--- src/design/lwe_param_pkg.sv ---
/* Widths and constants of the body path. BR_CORR_W must hold the body plus the mean
   fraction, and the accumulated error must fit KS_MAX_ERROR_W for LWE_K terms */
package lwe_param_pkg;

  // Body word and extracted coefficient
  localparam int MOD_KSK_W      = 16;
  localparam int LWE_COEF_W     = 10;

  // One signed mod-switch error and the width of their sum
  localparam int KS_CORR_W      = 4;
  localparam int KS_MAX_ERROR_W = 7;

  // Key mean in fixed point, 0.5 with 4 fraction bits
  localparam int KS_KEY_MEAN_F  = 4;
  localparam int KS_KEY_MEAN    = 8;

  // Compensated word, body shifted up by the mean fraction
  localparam int BR_CORR_W      = MOD_KSK_W + KS_KEY_MEAN_F;

  // Half a step of the 2N modulus, removed from every body
  localparam logic [MOD_KSK_W-1:0] CENTER_CORR = MOD_KSK_W'(1) << (MOD_KSK_W - LWE_COEF_W - 1);

  // Field view of the compensated word, MSB first
  typedef struct packed {
    logic [LWE_COEF_W-1:0]           coef;
    logic                            round_bit;
    logic [BR_CORR_W-LWE_COEF_W-2:0] frac;
  } br_fields_t;

  typedef union packed {
    logic [BR_CORR_W-1:0] word;
    br_fields_t           fields;
  } br_word_u;

endpackage

--- src/design/pbs_slot_pkg.sv ---
/* Slot numbering. PID_W must address PBS_NB_MAX slots, and LWE_K_WW must hold LWE_K */
package pbs_slot_pkg;

  // Largest number of program slots in flight
  localparam int PBS_NB_MAX = 16;
  localparam int PID_W      = 4;

  // Corrections expected per slot before a read may go
  localparam int LWE_K      = 4;
  localparam int LWE_K_WW   = 3;

endpackage

--- src/design/slot_lookup_if.sv ---
/* Lookup is combinational: both stores answer for rd_pid in the same cycle */
`timescale 1ns/10ps

interface slot_lookup_if;

  // Scheduler side
  logic                                     rd_en;
  logic [pbs_slot_pkg::PID_W-1:0]           rd_pid;

  // Body store answer
  logic [lwe_param_pkg::MOD_KSK_W-1:0]      body_data;
  logic                                     body_present;
  logic                                     body_wr_busy;

  // Correction store answer
  logic [lwe_param_pkg::KS_MAX_ERROR_W-1:0] corr_sum;
  logic                                     corr_avail;
  logic                                     corr_wr_busy;

  modport sched (
    output rd_en, rd_pid,
    input  body_data, body_present, body_wr_busy,
    input  corr_sum, corr_avail, corr_wr_busy
  );

  modport body (
    input  rd_en, rd_pid,
    output body_data, body_present, body_wr_busy
  );

  modport corr (
    input  rd_en, rd_pid,
    output corr_sum, corr_avail, corr_wr_busy
  );

endinterface

--- src/design/skid_buffer.sv ---
/* Two-entry valid/ready buffer. in_rdy is registered, so no path runs from out_rdy to in_rdy */
`timescale 1ns/10ps

module skid_buffer #(
  parameter int WIDTH = 8
) (
  input  logic             clk,
  input  logic             s_rst_n,
  input  logic [WIDTH-1:0] in_data,
  input  logic             in_vld,
  output logic             in_rdy,
  output logic [WIDTH-1:0] out_data,
  output logic             out_vld,
  input  logic             out_rdy
);

  logic [WIDTH-1:0] main_data;
  logic             main_vld;
  logic [WIDTH-1:0] skid_data;
  logic             skid_vld;
  logic             main_load;

  // Main entry takes a word when empty or draining
  assign main_load = !main_vld || out_rdy;

  always_ff @(posedge clk) begin
    if (!s_rst_n) begin
      main_vld <= 1'b0;
      skid_vld <= 1'b0;
    end else if (main_load) begin
      // Skid entry drains first
      main_vld <= skid_vld || in_vld;
      skid_vld <= 1'b0;
    end else if (in_vld && in_rdy) begin
      skid_vld <= 1'b1;
    end
  end

  always_ff @(posedge clk) begin
    if (main_load) begin
      main_data <= skid_vld ? skid_data : in_data;
    end
    // Skid holds its word once it is full
    if (in_rdy) begin
      skid_data <= in_data;
    end
  end

  assign in_rdy   = !skid_vld;
  assign out_vld  = main_vld;
  assign out_data = main_data;

endmodule

--- src/design/body_write_stage.sv ---
/* Two-register write path. The strobe is single cycle, and the centering wraps modulo 2^16 */
`timescale 1ns/10ps

module body_write_stage (
  input  logic                                clk,
  input  logic                                s_rst_n,
  input  logic                                ks_wr_en,
  input  logic [lwe_param_pkg::MOD_KSK_W-1:0] ks_wr_data,
  input  logic [pbs_slot_pkg::PID_W-1:0]      ks_wr_pid,
  output logic                                wr_en,
  output logic [lwe_param_pkg::MOD_KSK_W-1:0] wr_data,
  output logic [pbs_slot_pkg::PID_W-1:0]      wr_pid
);

  logic                                s1_en;
  logic [lwe_param_pkg::MOD_KSK_W-1:0] s1_data;
  logic [pbs_slot_pkg::PID_W-1:0]      s1_pid;

  // --------------------------------------------------------------------------
  // Strobe pipe
  // --------------------------------------------------------------------------
  always_ff @(posedge clk) begin
    if (!s_rst_n) begin
      s1_en <= 1'b0;
      wr_en <= 1'b0;
    end else begin
      s1_en <= ks_wr_en;
      wr_en <= s1_en;
    end
  end

  // Payload, centered in the second register
  always_ff @(posedge clk) begin
    s1_data <= ks_wr_data;
    s1_pid  <= ks_wr_pid;
    wr_data <= s1_data - lwe_param_pkg::CENTER_CORR;
    wr_pid  <= s1_pid;
  end

endmodule

--- src/design/body_store.sv ---
/* Body array with one presence bit per slot. A pid at or above PBS_NB is not stored */
`timescale 1ns/10ps

module body_store #(
  parameter int PBS_NB = 16
) (
  input  logic                                clk,
  input  logic                                s_rst_n,
  input  logic                                reset_cache,
  input  logic                                wr_en,
  input  logic [lwe_param_pkg::MOD_KSK_W-1:0] wr_data,
  input  logic [pbs_slot_pkg::PID_W-1:0]      wr_pid,
  slot_lookup_if.body                         lookup
);

  logic [lwe_param_pkg::MOD_KSK_W-1:0] body_mem [PBS_NB];
  logic [PBS_NB-1:0]                   present;

  // Depth limit of the slot numbering
  if (PBS_NB > pbs_slot_pkg::PBS_NB_MAX) begin : gen_depth_check
    $error("body_store depth %0d above slot limit", PBS_NB);
  end

  // --------------------------------------------------------------------------
  // Storage
  // --------------------------------------------------------------------------
  always_ff @(posedge clk) begin
    if (wr_en) begin
      body_mem[wr_pid] <= wr_data;
    end
  end

  // Presence: cache reset clears all, write beats the read clear
  always_ff @(posedge clk) begin
    if (!s_rst_n || reset_cache) begin
      present <= '0;
    end else begin
      if (lookup.rd_en) begin
        present[lookup.rd_pid] <= 1'b0;
      end
      if (wr_en) begin
        present[wr_pid] <= 1'b1;
      end
    end
  end

  // --------------------------------------------------------------------------
  // Lookup answer
  // --------------------------------------------------------------------------
  assign lookup.body_data    = body_mem[lookup.rd_pid];
  assign lookup.body_present = present[lookup.rd_pid];
  // Scheduler holds off while the array is written
  assign lookup.body_wr_busy = wr_en;

  // Scheduler only consumes slots holding a body
  a_rd_present: assert property (@(posedge clk) disable iff (!s_rst_n)
    lookup.rd_en |-> lookup.body_present)
    else $error("body_store read of absent pid %0d", lookup.rd_pid);

endmodule

--- src/design/corr_accum.sv ---
/* Signed error sum per slot. At most LWE_K corrections may arrive per slot between reads */
`timescale 1ns/10ps

module corr_accum #(
  parameter int PBS_NB = 16
) (
  input  logic                                clk,
  input  logic                                s_rst_n,
  input  logic                                reset_cache,
  input  logic                                corr_wr_en,
  input  logic [lwe_param_pkg::KS_CORR_W-1:0] corr_wr_data,
  input  logic [pbs_slot_pkg::PID_W-1:0]      corr_wr_pid,
  slot_lookup_if.corr                         lookup
);

  localparam int SUM_W = lwe_param_pkg::KS_MAX_ERROR_W;
  localparam int CNT_W = pbs_slot_pkg::LWE_K_WW;

  logic                                wr_en_q;
  logic [lwe_param_pkg::KS_CORR_W-1:0] wr_data_q;
  logic [pbs_slot_pkg::PID_W-1:0]      wr_pid_q;

  logic [SUM_W-1:0]  sum_mem [PBS_NB];
  logic [CNT_W-1:0]  cnt_mem [PBS_NB];
  logic [PBS_NB-1:0] present;

  logic [SUM_W-1:0]  corr_ext;
  logic [SUM_W-1:0]  sum_next;
  logic [CNT_W-1:0]  cnt_next;
  logic              wr_hit;

  // --------------------------------------------------------------------------
  // Input register
  // --------------------------------------------------------------------------
  always_ff @(posedge clk) begin
    if (!s_rst_n) begin
      wr_en_q <= 1'b0;
    end else begin
      wr_en_q <= corr_wr_en;
    end
  end

  always_ff @(posedge clk) begin
    wr_data_q <= corr_wr_data;
    wr_pid_q  <= corr_wr_pid;
  end

  // Sign extension of the small error term
  assign corr_ext = {{(SUM_W - lwe_param_pkg::KS_CORR_W){wr_data_q[lwe_param_pkg::KS_CORR_W-1]}},
                     wr_data_q};

  // First term restarts sum and count, later terms accumulate
  assign wr_hit   = present[wr_pid_q];
  assign sum_next = wr_hit ? sum_mem[wr_pid_q] + corr_ext : corr_ext;
  assign cnt_next = wr_hit ? CNT_W'(cnt_mem[wr_pid_q] + 1'b1) : CNT_W'(1);

  always_ff @(posedge clk) begin
    if (wr_en_q) begin
      sum_mem[wr_pid_q] <= sum_next;
      cnt_mem[wr_pid_q] <= cnt_next;
    end
  end

  always_ff @(posedge clk) begin
    if (!s_rst_n || reset_cache) begin
      present <= '0;
    end else begin
      if (lookup.rd_en) begin
        present[lookup.rd_pid] <= 1'b0;
      end
      if (wr_en_q) begin
        present[wr_pid_q] <= 1'b1;
      end
    end
  end

  // --------------------------------------------------------------------------
  // Lookup answer
  // --------------------------------------------------------------------------
  assign lookup.corr_sum     = sum_mem[lookup.rd_pid];
  assign lookup.corr_avail   = present[lookup.rd_pid]
                               && (cnt_mem[lookup.rd_pid] == CNT_W'(pbs_slot_pkg::LWE_K));
  assign lookup.corr_wr_busy = wr_en_q;

  // Sequencer never sends more than LWE_K terms before the read
  a_no_overflow: assert property (@(posedge clk) disable iff (!s_rst_n)
    wr_en_q && wr_hit |-> cnt_mem[wr_pid_q] < CNT_W'(pbs_slot_pkg::LWE_K))
    else $error("corr_accum extra correction at pid %0d", wr_pid_q);

endmodule

--- src/design/slot_read_sched.sv ---
/* Requests leave in order. A request for an incomplete slot blocks all later ones */
`timescale 1ns/10ps

module slot_read_sched (
  input  logic                                clk,
  input  logic                                s_rst_n,
  input  logic [pbs_slot_pkg::PID_W-1:0]      rd_pid,
  input  logic                                rd_vld,
  output logic                                rd_rdy,
  slot_lookup_if.sched                        lookup,
  output logic [lwe_param_pkg::MOD_KSK_W+lwe_param_pkg::KS_MAX_ERROR_W-1:0] mid_data,
  output logic                                mid_vld,
  input  logic                                mid_rdy
);

  localparam int MID_W = lwe_param_pkg::MOD_KSK_W + lwe_param_pkg::KS_MAX_ERROR_W;

  logic [pbs_slot_pkg::PID_W-1:0] s0_pid;
  logic                           s0_vld;
  logic                           s0_rdy;
  logic                           rd_cond;
  logic                           mid_in_vld;
  logic                           mid_in_rdy;

  skid_buffer #(.WIDTH(pbs_slot_pkg::PID_W)) in_buf (
    .clk      (clk),
    .s_rst_n  (s_rst_n),
    .in_data  (rd_pid),
    .in_vld   (rd_vld),
    .in_rdy   (rd_rdy),
    .out_data (s0_pid),
    .out_vld  (s0_vld),
    .out_rdy  (s0_rdy)
  );

  // Slot complete and no write racing the read clear
  assign lookup.rd_pid = s0_pid;
  assign rd_cond       = lookup.body_present && lookup.corr_avail
                         && !lookup.body_wr_busy && !lookup.corr_wr_busy;
  assign mid_in_vld    = s0_vld && rd_cond;
  assign s0_rdy        = mid_in_rdy && rd_cond;
  assign lookup.rd_en  = mid_in_vld && mid_in_rdy;

  // Timing stage in front of the compensation
  skid_buffer #(.WIDTH(MID_W)) mid_buf (
    .clk      (clk),
    .s_rst_n  (s_rst_n),
    .in_data  ({lookup.corr_sum, lookup.body_data}),
    .in_vld   (mid_in_vld),
    .in_rdy   (mid_in_rdy),
    .out_data (mid_data),
    .out_vld  (mid_vld),
    .out_rdy  (mid_rdy)
  );

endmodule

--- src/design/mean_comp_modswitch.sv ---
/* Result is body*2^F minus sum*mean, modulo 2^BR_CORR_W. The rounded coefficient wraps on overflow */
`timescale 1ns/10ps

module mean_comp_modswitch (
  input  logic [lwe_param_pkg::MOD_KSK_W+lwe_param_pkg::KS_MAX_ERROR_W-1:0] mid_data,
  input  logic                                 mid_vld,
  output logic                                 mid_rdy,
  output logic [lwe_param_pkg::LWE_COEF_W-1:0] out_data,
  output logic                                 out_vld,
  input  logic                                 out_rdy
);

  localparam int BR_W  = lwe_param_pkg::BR_CORR_W;
  localparam int SUM_W = lwe_param_pkg::KS_MAX_ERROR_W;

  logic [lwe_param_pkg::MOD_KSK_W-1:0] body;
  logic [SUM_W-1:0]                    sum;
  logic [BR_W-1:0]                     sum_ext;
  lwe_param_pkg::br_word_u             br;

  assign {sum, body} = mid_data;
  assign sum_ext     = {{(BR_W - SUM_W){sum[SUM_W-1]}}, sum};

  // Body to fixed point, then remove mean times error sum
  assign br.word = (BR_W'(body) << lwe_param_pkg::KS_KEY_MEAN_F)
                   - sum_ext * BR_W'(lwe_param_pkg::KS_KEY_MEAN);

  // Top bits are the coefficient whatever the fraction point
  assign out_data = br.fields.coef + lwe_param_pkg::LWE_COEF_W'(br.fields.round_bit);

  assign out_vld = mid_vld;
  assign mid_rdy = out_rdy;

endmodule

--- src/design/body_ram_top.sv ---
/* Body store of the sample-extract front end. PBS_NB up to PBS_NB_MAX, pids below PBS_NB */
`timescale 1ns/10ps

module body_ram_top #(
  parameter int PBS_NB = 16
) (
  input  logic                                 clk,
  input  logic                                 s_rst_n,
  input  logic                                 reset_cache,
  input  logic                                 ks_wr_en,
  input  logic [lwe_param_pkg::MOD_KSK_W-1:0]  ks_wr_data,
  input  logic [pbs_slot_pkg::PID_W-1:0]       ks_wr_pid,
  input  logic                                 corr_wr_en,
  input  logic [lwe_param_pkg::KS_CORR_W-1:0]  corr_wr_data,
  input  logic [pbs_slot_pkg::PID_W-1:0]       corr_wr_pid,
  input  logic [pbs_slot_pkg::PID_W-1:0]       rd_pid,
  input  logic                                 rd_vld,
  output logic                                 rd_rdy,
  output logic [lwe_param_pkg::LWE_COEF_W-1:0] sxt_data,
  output logic                                 sxt_vld,
  input  logic                                 sxt_rdy
);

  localparam int MID_W = lwe_param_pkg::MOD_KSK_W + lwe_param_pkg::KS_MAX_ERROR_W;

  logic                                 wr_en;
  logic [lwe_param_pkg::MOD_KSK_W-1:0]  wr_data;
  logic [pbs_slot_pkg::PID_W-1:0]       wr_pid;
  logic [MID_W-1:0]                     mid_data;
  logic                                 mid_vld;
  logic                                 mid_rdy;
  logic [lwe_param_pkg::LWE_COEF_W-1:0] comp_data;
  logic                                 comp_vld;
  logic                                 comp_rdy;

  slot_lookup_if lookup ();

  // --------------------------------------------------------------------------
  // Write side
  // --------------------------------------------------------------------------
  body_write_stage body_write_stage_i (
    .clk (clk), .s_rst_n (s_rst_n),
    .ks_wr_en (ks_wr_en), .ks_wr_data (ks_wr_data), .ks_wr_pid (ks_wr_pid),
    .wr_en (wr_en), .wr_data (wr_data), .wr_pid (wr_pid)
  );

  body_store #(.PBS_NB(PBS_NB)) body_store_i (
    .clk (clk), .s_rst_n (s_rst_n), .reset_cache (reset_cache),
    .wr_en (wr_en), .wr_data (wr_data), .wr_pid (wr_pid),
    .lookup (lookup.body)
  );

  corr_accum #(.PBS_NB(PBS_NB)) corr_accum_i (
    .clk (clk), .s_rst_n (s_rst_n), .reset_cache (reset_cache),
    .corr_wr_en (corr_wr_en), .corr_wr_data (corr_wr_data), .corr_wr_pid (corr_wr_pid),
    .lookup (lookup.corr)
  );

  // --------------------------------------------------------------------------
  // Read side
  // --------------------------------------------------------------------------
  slot_read_sched slot_read_sched_i (
    .clk (clk), .s_rst_n (s_rst_n),
    .rd_pid (rd_pid), .rd_vld (rd_vld), .rd_rdy (rd_rdy),
    .lookup (lookup.sched),
    .mid_data (mid_data), .mid_vld (mid_vld), .mid_rdy (mid_rdy)
  );

  mean_comp_modswitch mean_comp_modswitch_i (
    .mid_data (mid_data), .mid_vld (mid_vld), .mid_rdy (mid_rdy),
    .out_data (comp_data), .out_vld (comp_vld), .out_rdy (comp_rdy)
  );

  skid_buffer #(.WIDTH(lwe_param_pkg::LWE_COEF_W)) out_buf (
    .clk (clk), .s_rst_n (s_rst_n),
    .in_data (comp_data), .in_vld (comp_vld), .in_rdy (comp_rdy),
    .out_data (sxt_data), .out_vld (sxt_vld), .out_rdy (sxt_rdy)
  );

endmodule

--- config.mk ---
export PLATFORM = sky130hd
export DESIGN_NAME = body_ram_top
export DESIGN_NICKNAME = d
export VERILOG_FILES = /design/src/design/lwe_param_pkg.sv /design/src/design/pbs_slot_pkg.sv /design/src/design/slot_lookup_if.sv /design/src/design/skid_buffer.sv /design/src/design/body_write_stage.sv /design/src/design/body_store.sv /design/src/design/corr_accum.sv /design/src/design/slot_read_sched.sv /design/src/design/mean_comp_modswitch.sv /design/src/design/body_ram_top.sv
export SDC_FILE = /design/constraint.sdc
export NUM_CORES = 1
export LEC_CHECK = 0
export BUFFER_PORTS_ARGS = -buffer_cell sky130_fd_sc_hd__buf_2
export CAP_MARGIN = 15
export CORE_MARGIN = 5
export CORE_UTILIZATION = 45
export DETAILED_ROUTE_END_ITERATION = 8
export SLEW_MARGIN = 20
export SYNTH_ARGS = -nofsm -noshare
export SYNTH_HDL_FRONTEND = slang
export SYNTH_SLANG_ARGS = --single-unit
--- constraint.sdc ---
create_clock -name clk -period 8.8 [get_ports clk]
set_clock_uncertainty 0.1 [all_clocks]
set_input_delay 0.44 -clock clk [delete_from_list [all_inputs] [get_ports clk]]
set_output_delay 0.44 -clock clk [all_outputs]
set_load 0.03 [all_outputs]
======== Word-level counts from Yosys, hierarchy flattened ========
Memory sizes are Yosys's and may differ from the RTL's. A register that Yosys moved wholly into a read port is not among the register bits.
Index checks and enable logic that the tools add are counted.
storage, ports and cells
  bits of input ports ..................... 39
  RAM bits ................................ 416
  register bits after elaboration ......... 163
  memories kept ........................... 3
operators by class
  mux-type cells .......................... 30
  bitwise logic cells ..................... 6
  equal/unequal tests ..................... 1
  reduce and logical (&&, ||, !) cells .... 31
  add/subtract/negate cells ............... 5
  order comparisons ....................... 6
memories
  memory                 depth  bits a word  rd ports  clocked after Yosys merged registers in  wr ports  line              RTL
  body_store_i.body_mem  16     16           1         1                                        1         body_store.sv:16  logic [lwe_param_pkg::MOD_KSK_W-1:0] body_mem [PBS_NB];
  corr_accum_i.sum_mem   16     7            2         2                                        1         corr_accum.sv:23  logic [SUM_W-1:0] sum_mem [PBS_NB];
  corr_accum_i.cnt_mem   16     3            2         2                                        1         corr_accum.sv:24  logic [CNT_W-1:0] cnt_mem [PBS_NB];
operator list
  kind                                                                                 number
  16-bit two-way mux                                                                   6
  16-bit bitwise AND                                                                   2
  16-bit bitwise OR                                                                    2
  23-bit two-way mux                                                                   1
  20-bit subtractor                                                                    1
  4-bit two-way mux                                                                    4
  16-bit NOT                                                                           1
  16-bit by 6-bit subtractor with 16-bit output, second input constant                 1
  4-bit by 5-bit < comparator with 1-bit output, second input constant                 3
  1-bit binary-select mux with 4-bit select                                            3
  1-bit demux with 4-bit select                                                        3
  4-bit by 1-bit greater-or-equal comparator with 1-bit output, second input constant  3
  1-bit logical AND                                                                    12
  10-bit by 1-bit adder with 10-bit output                                             1
  1-bit two-way mux                                                                    10
  10-bit two-way mux                                                                   1
  1-bit zero test                                                                      9
  7-bit adder                                                                          1
  1-bit logical OR                                                                     7
  7-bit two-way mux                                                                    1
  2-bit OR reduction                                                                   3
  3-bit by 1-bit adder with 3-bit output, second input constant                        1
  3-bit equality test, second input constant                                           1
  3-bit two-way mux                                                                    1
  1-bit NOT                                                                            1

======== Logic depth before layout (Yosys ltp) ========
  depth in word-level cells ............... 12
  depth in mapped cells ................... 16

======== By module ========
Synthesis repeated with hierarchy kept, for this count alone.
unflattened totals
  cells, all modules ...................... 1307
  area total of the unflattened synthesis .. 23726.5 um^2
modules (own cells, without submodules)
  module                                   area an instance (um^2)  cells each  instances  seq. area each (um^2)
  body_store                               10510.1                  501         1          8007.7
  corr_accum                               8536.9                   473         1          5305.1
  skid_buffer (slot_read_sched_i.mid_buf)  1600.3                   79          1          1191.1
  body_write_stage                         1041.0                   69          1          840.8
  mean_comp_modswitch                      937.1                    123         1          0.0
  skid_buffer (out_buf)                    735.7                    38          1          540.5
  skid_buffer (slot_read_sched_i.in_buf)   321.6                    19          1          240.2
  slot_read_sched                          43.8                     5           1          0.0

======== Worst setup path before layout ========
Ideal clock, no wire load.
  path type ............................... reg-to-reg
  start point ............................. register corr_accum_i.wr_pid_q[0] in the netlist's numbering
  end point ............................... memory corr_accum_i.sum_mem[0][6] in the netlist's numbering (data pin)
  library setup time ...................... 0.297 ns
  cell stages (with the launch flop) ...... 16
  period minus slack after synthesis ...... 5.170 ns
  data arrival time ....................... 4.773 ns
  path slack .............................. 3.630 ns
  required time ........................... 8.403 ns
  cell sequence ........................... dfxtp_1 clkbuf_1 buf_2 buf_1 buf_2 mux4_2 mux4_2 ha_1 fa_1 a21o_1 a21oi_1 o21bai_1 a21oi_1 xnor2_1 nand2_1 xnor2_1
on the way
  word-level cells in the longest chain between the ends .. 3
ends and longest elaborated chain
  element                                    line              RTL
  start, declared                            corr_accum.sv:21  logic [pbs_slot_pkg::PID_W-1:0] wr_pid_q;
  start signal, assigned                     corr_accum.sv:45  wr_pid_q <= corr_wr_pid;
  1-bit binary-select mux with 4-bit select  corr_accum.sv:53  assign wr_hit = present[wr_pid_q];
  1-bit two-way mux (implied by the code)    corr_accum.sv:53
  7-bit two-way mux                          corr_accum.sv:54  assign sum_next = wr_hit ? sum_mem[wr_pid_q] + corr_ext : corr_ext;
  net corr_accum_i.sum_next[6]               corr_accum.sv:28  logic [SUM_W-1:0] sum_next;
  end, declared                              corr_accum.sv:23
The timed path passes the listed nets, and every way through them passes these cells. The select of a mux whose other input is x is not followed.

======== Worst setup path after layout ========
  start point ............................. register corr_accum_i.wr_pid_q[1] in the netlist's numbering
  end point ............................... memory corr_accum_i.sum_mem[2][6] in the netlist's numbering (data pin)
The elaborated chain is that of the path after synthesis.

==> key figures <==
Worst setup path
  – Crit path DAT: 4.86 ns
  – Crit. End Element: register
  – CP startpoint kind: register
  – WS Path Type: register to register
  – R2R cell count: 12
  – Crit path max fanout: 51
  – Req. time, crit path: 8.97 ns

Yosys
  – Synth Register Bits: 583
  – Synth Instances: 1,259
  – Top FF cell, synth: edfxtp_1
  – Mapped cell area: 23,400 µm²
  – Syn avg cell area: 18.6 µm²
  – Seq/Total Area, Yosys: 69.1%
  – Ys async rst share: 0%
  – Synthesized net count: 1,324
  – Netlist cell types: 61
  – Syn. warnings: 0
  – Post-synth EDFFs: 453

Clocking
  – Num Clock Sinks: 583
  – H-tree depth: 2
  – Clk Latency, worst-skew pair: 0.62 ns
  – Root buf cell: clkbuf_16
  – Reg clk slew, reported paths: 0.06 ns
  – CTS tree: yes
  – Setup bufs post-CTS: 0
  – Clk buf depth: 3
  – PostCTS Resize Cnt: 0
  – Num CTS Buffers: 61

STA
  – Finish-stage setup viols: 0
  – Setup TNS: 0 ns
  – Count of final hold-check violations: 0
  – Worst slew margin: 25.2%
  – Tcrit/Tclk final: 53.3%
  – Tightest Pin Transition: 1.12 ns
  – RSZ-0062 raised after global routing: false
  – Fin. max-slew vios: 0
  – Fmax: 213 MHz
  – Minimum clock period: 4.69 ns
  – Worst Slack Setup Final: 4.11 ns

Hold path
  – Hold Path Depth: 2
  – HP Class: input port to register

Global route
  – Initial antenna violation count: 3
  – Global-route wire length before repair: 78,800 µm
  – Gr usage total: 18.5%
  – Vias in the first global route: 12,400
  – GRT overflow: 0
  – Largest net degree at the start of global routing: 57

Floorplanning
  – Initial Utilization: 45.6%
  – Rows: 83
  – CORE AREA: 51,400 µm²
  – Total die area: 56,700 µm²
  – Die Ht: 238 µm
  – Die width: 238 µm
  – Io pins: 51

Status
  – Status: completed

Place
  – Buffers on Ports: 50
  – Place WS: 4.15 ns
  – RePlAce Congestion: 0.800
  – DPL Wire Length: 30,000 µm

Final layout
  – Layout cell share with drive strength beyond 1: 30.3%
  – Layout area overhead: 16.0%
  – Final #Nets: 1,431
  – N_diodes: 0

Detailed routing
  – Starting DRC count in detailed routing: 1,140
  – # DRC: 0
  – Drt wl/cell: 25.1 µm
  – Routed WL: 52,600 µm
  – Routed Antenna Nets: 0
  – Routed vias/inst: 5.77
  – Vias after detailed routing: 12,100
  – Detailed Routing Iterations Pass 1: 5

Pwr
  – Leakage power: 8.98 nW
  – Power Dens Cells: 258 nW/µm²
  – Peak VDD IR: 153 µV

Flow run
  – Max-cap viol count: 0
-- logic make-up (layout without fill, tap and decap cells) --
family,Yosys count,after routing,share of synthesized area (%)
AOI/OAI and AO/OA,136,136,3.89
muxes,214,214,18.6
and+or+nand+nor,191,191,4.51
adders and majority gates,27,27,1.46
DFF,583,583,69.1
buffers and inverters,78,236,1.29
xor gates and xnor gates,30,30,1.12
-- path summary, 6_finish.rpt --
| path | startpoint | end | slack (ns) |
|---|---|---|---|
| hold reg to reg | body_write_stage_i.s1_data[1] | body_write_stage_i.wr_data[1] | 0.22 |
| setup reg to reg | corr_accum_i.wr_pid_q[1] | corr_accum_i.sum_mem[2][6] | 4.11 |
| hold / removal | s_rst_n | out_buf.out_vld | 0.05 |
| setup / recovery | corr_accum_i.wr_pid_q[1] | corr_accum_i.sum_mem[2][6] | 4.11 |
-- cells in the mapped netlist (15+ instances only) --
| master | n | share of area [%] |
|---|---|---|
| edfxtp_1 | 453 | 58 |
| mux4_2 | 173 | 17 |
| dfxtp_1 | 130 | 11 |
| nor2_1 | 45 | 0.72 |
| clkbuf_1 | 42 | 0.67 |
| mux2_2 | 39 | 1.9 |
| nand2_1 | 32 | 0.51 |
| a21oi_1 | 31 | 0.66 |
| o21ai_0 | 30 | 0.64 |
| nor3_1 | 27 | 0.58 |
| ha_1 | 25 | 1.3 |
| buf_1 | 19 | 0.30 |
| o21a_1 | 18 | 0.58 |
| xor2_1 | 16 | 0.60 |
| a21boi_0 | 15 | 0.48 |
-- repair_timing --
action / in CTS / in global routing
setup endpoints to repair: 0 / 0
hold buffers: 34 / 0
endpoints found under the hold margin: 34 / 0
-- cells in the final DEF, fill, tap and decap left out, types with 19 or more instances in the layout --
cell | Yosys | final
clkbuf_16 | 0 | 63
ha_1 | 25 | 25
o21ai_0 | 30 | 30
nand2_1 | 32 | 31
dlygate4sd3_1 | 0 | 34
nor2_1 | 45 | 26
dfxtp_1 | 130 | 125
mux2_2 | 39 | 39
edfxtp_1 | 453 | 453
nor3_1 | 27 | 19
mux4_2 | 173 | 173
buf_2 | 2 | 50
buf_4 | 0 | 24
a21oi_1 | 31 | 31
-- per-stage QoR --
stage	util [%]	hold slack, ns	instance area, µm²	instances	power (mW)
floorplan	-	0.210	23400	1259	4.03
global placement	47.9	0.211	24600	1949	4.28
detailed placement	47.9	0.212	24600	1949	4.30
CTS	52.9	0.0196	27200	2097	7.08
global route	52.9	0.0316	27200	2097	7.30
finish	52.9	0.0492	27200	2097	7.01
-- worst max-delay path, stage by stage (launching register included) --
cell	delay, ns
dfxtp_2	0.31
buf_4	0.61
mux4_2	0.41
mux4_2	0.48
ha_1	0.22
fa_1	0.41
a21o_1	0.21
a21oi_1	0.24
o21bai_1	0.12
a21oi_1	0.18
xnor2_1	0.13
nand2_1	0.08
xnor2_1	0.79
-- routing by layer --
layer  vias up  global-route usage, %  share of wire [%]
met5         -                      0              0.025
met1      6311                   28.4                 45
met3        75                   3.50                7.0
li1       5320                      -                  -
met2       386                   28.0                 46
met4         2                   4.28                2.0
-- flip-flops by register name (all words and copies together), names as in the netlist, 10 cells and up, named ones only --
signal	cells
body_store_i.body_mem	256
body_store_i.present	16
body_write_stage_i.s1_data	16
body_write_stage_i.wr_data	16
corr_accum_i.cnt_mem	48
corr_accum_i.present	16
corr_accum_i.sum_mem	112
out_buf.out_data	10
out_buf.skid_data	10
slot_read_sched_i.mid_buf.out_data	23
slot_read_sched_i.mid_buf.skid_data	23
-- final cells by class --
type | instances | area, µm²
clock buffers | 80 | 1700
clock inverters | 34 | 504
fillers | 4048 | 24200
inverters | 14 | 52.6
multi-input cells | 598 | 7100
flip-flops and latches | 583 | 16200
well taps | 680 | 851
repair buffers | 108 | 771
-- where the power goes --
part	internal [mW]	total, mW	switching (mW)
Combinational	0.466	1.00	0.536
Clock	1.69	2.76	1.07
Sequential	3.14	3.24	0.0996
Power figures use the tool's default switching activity.
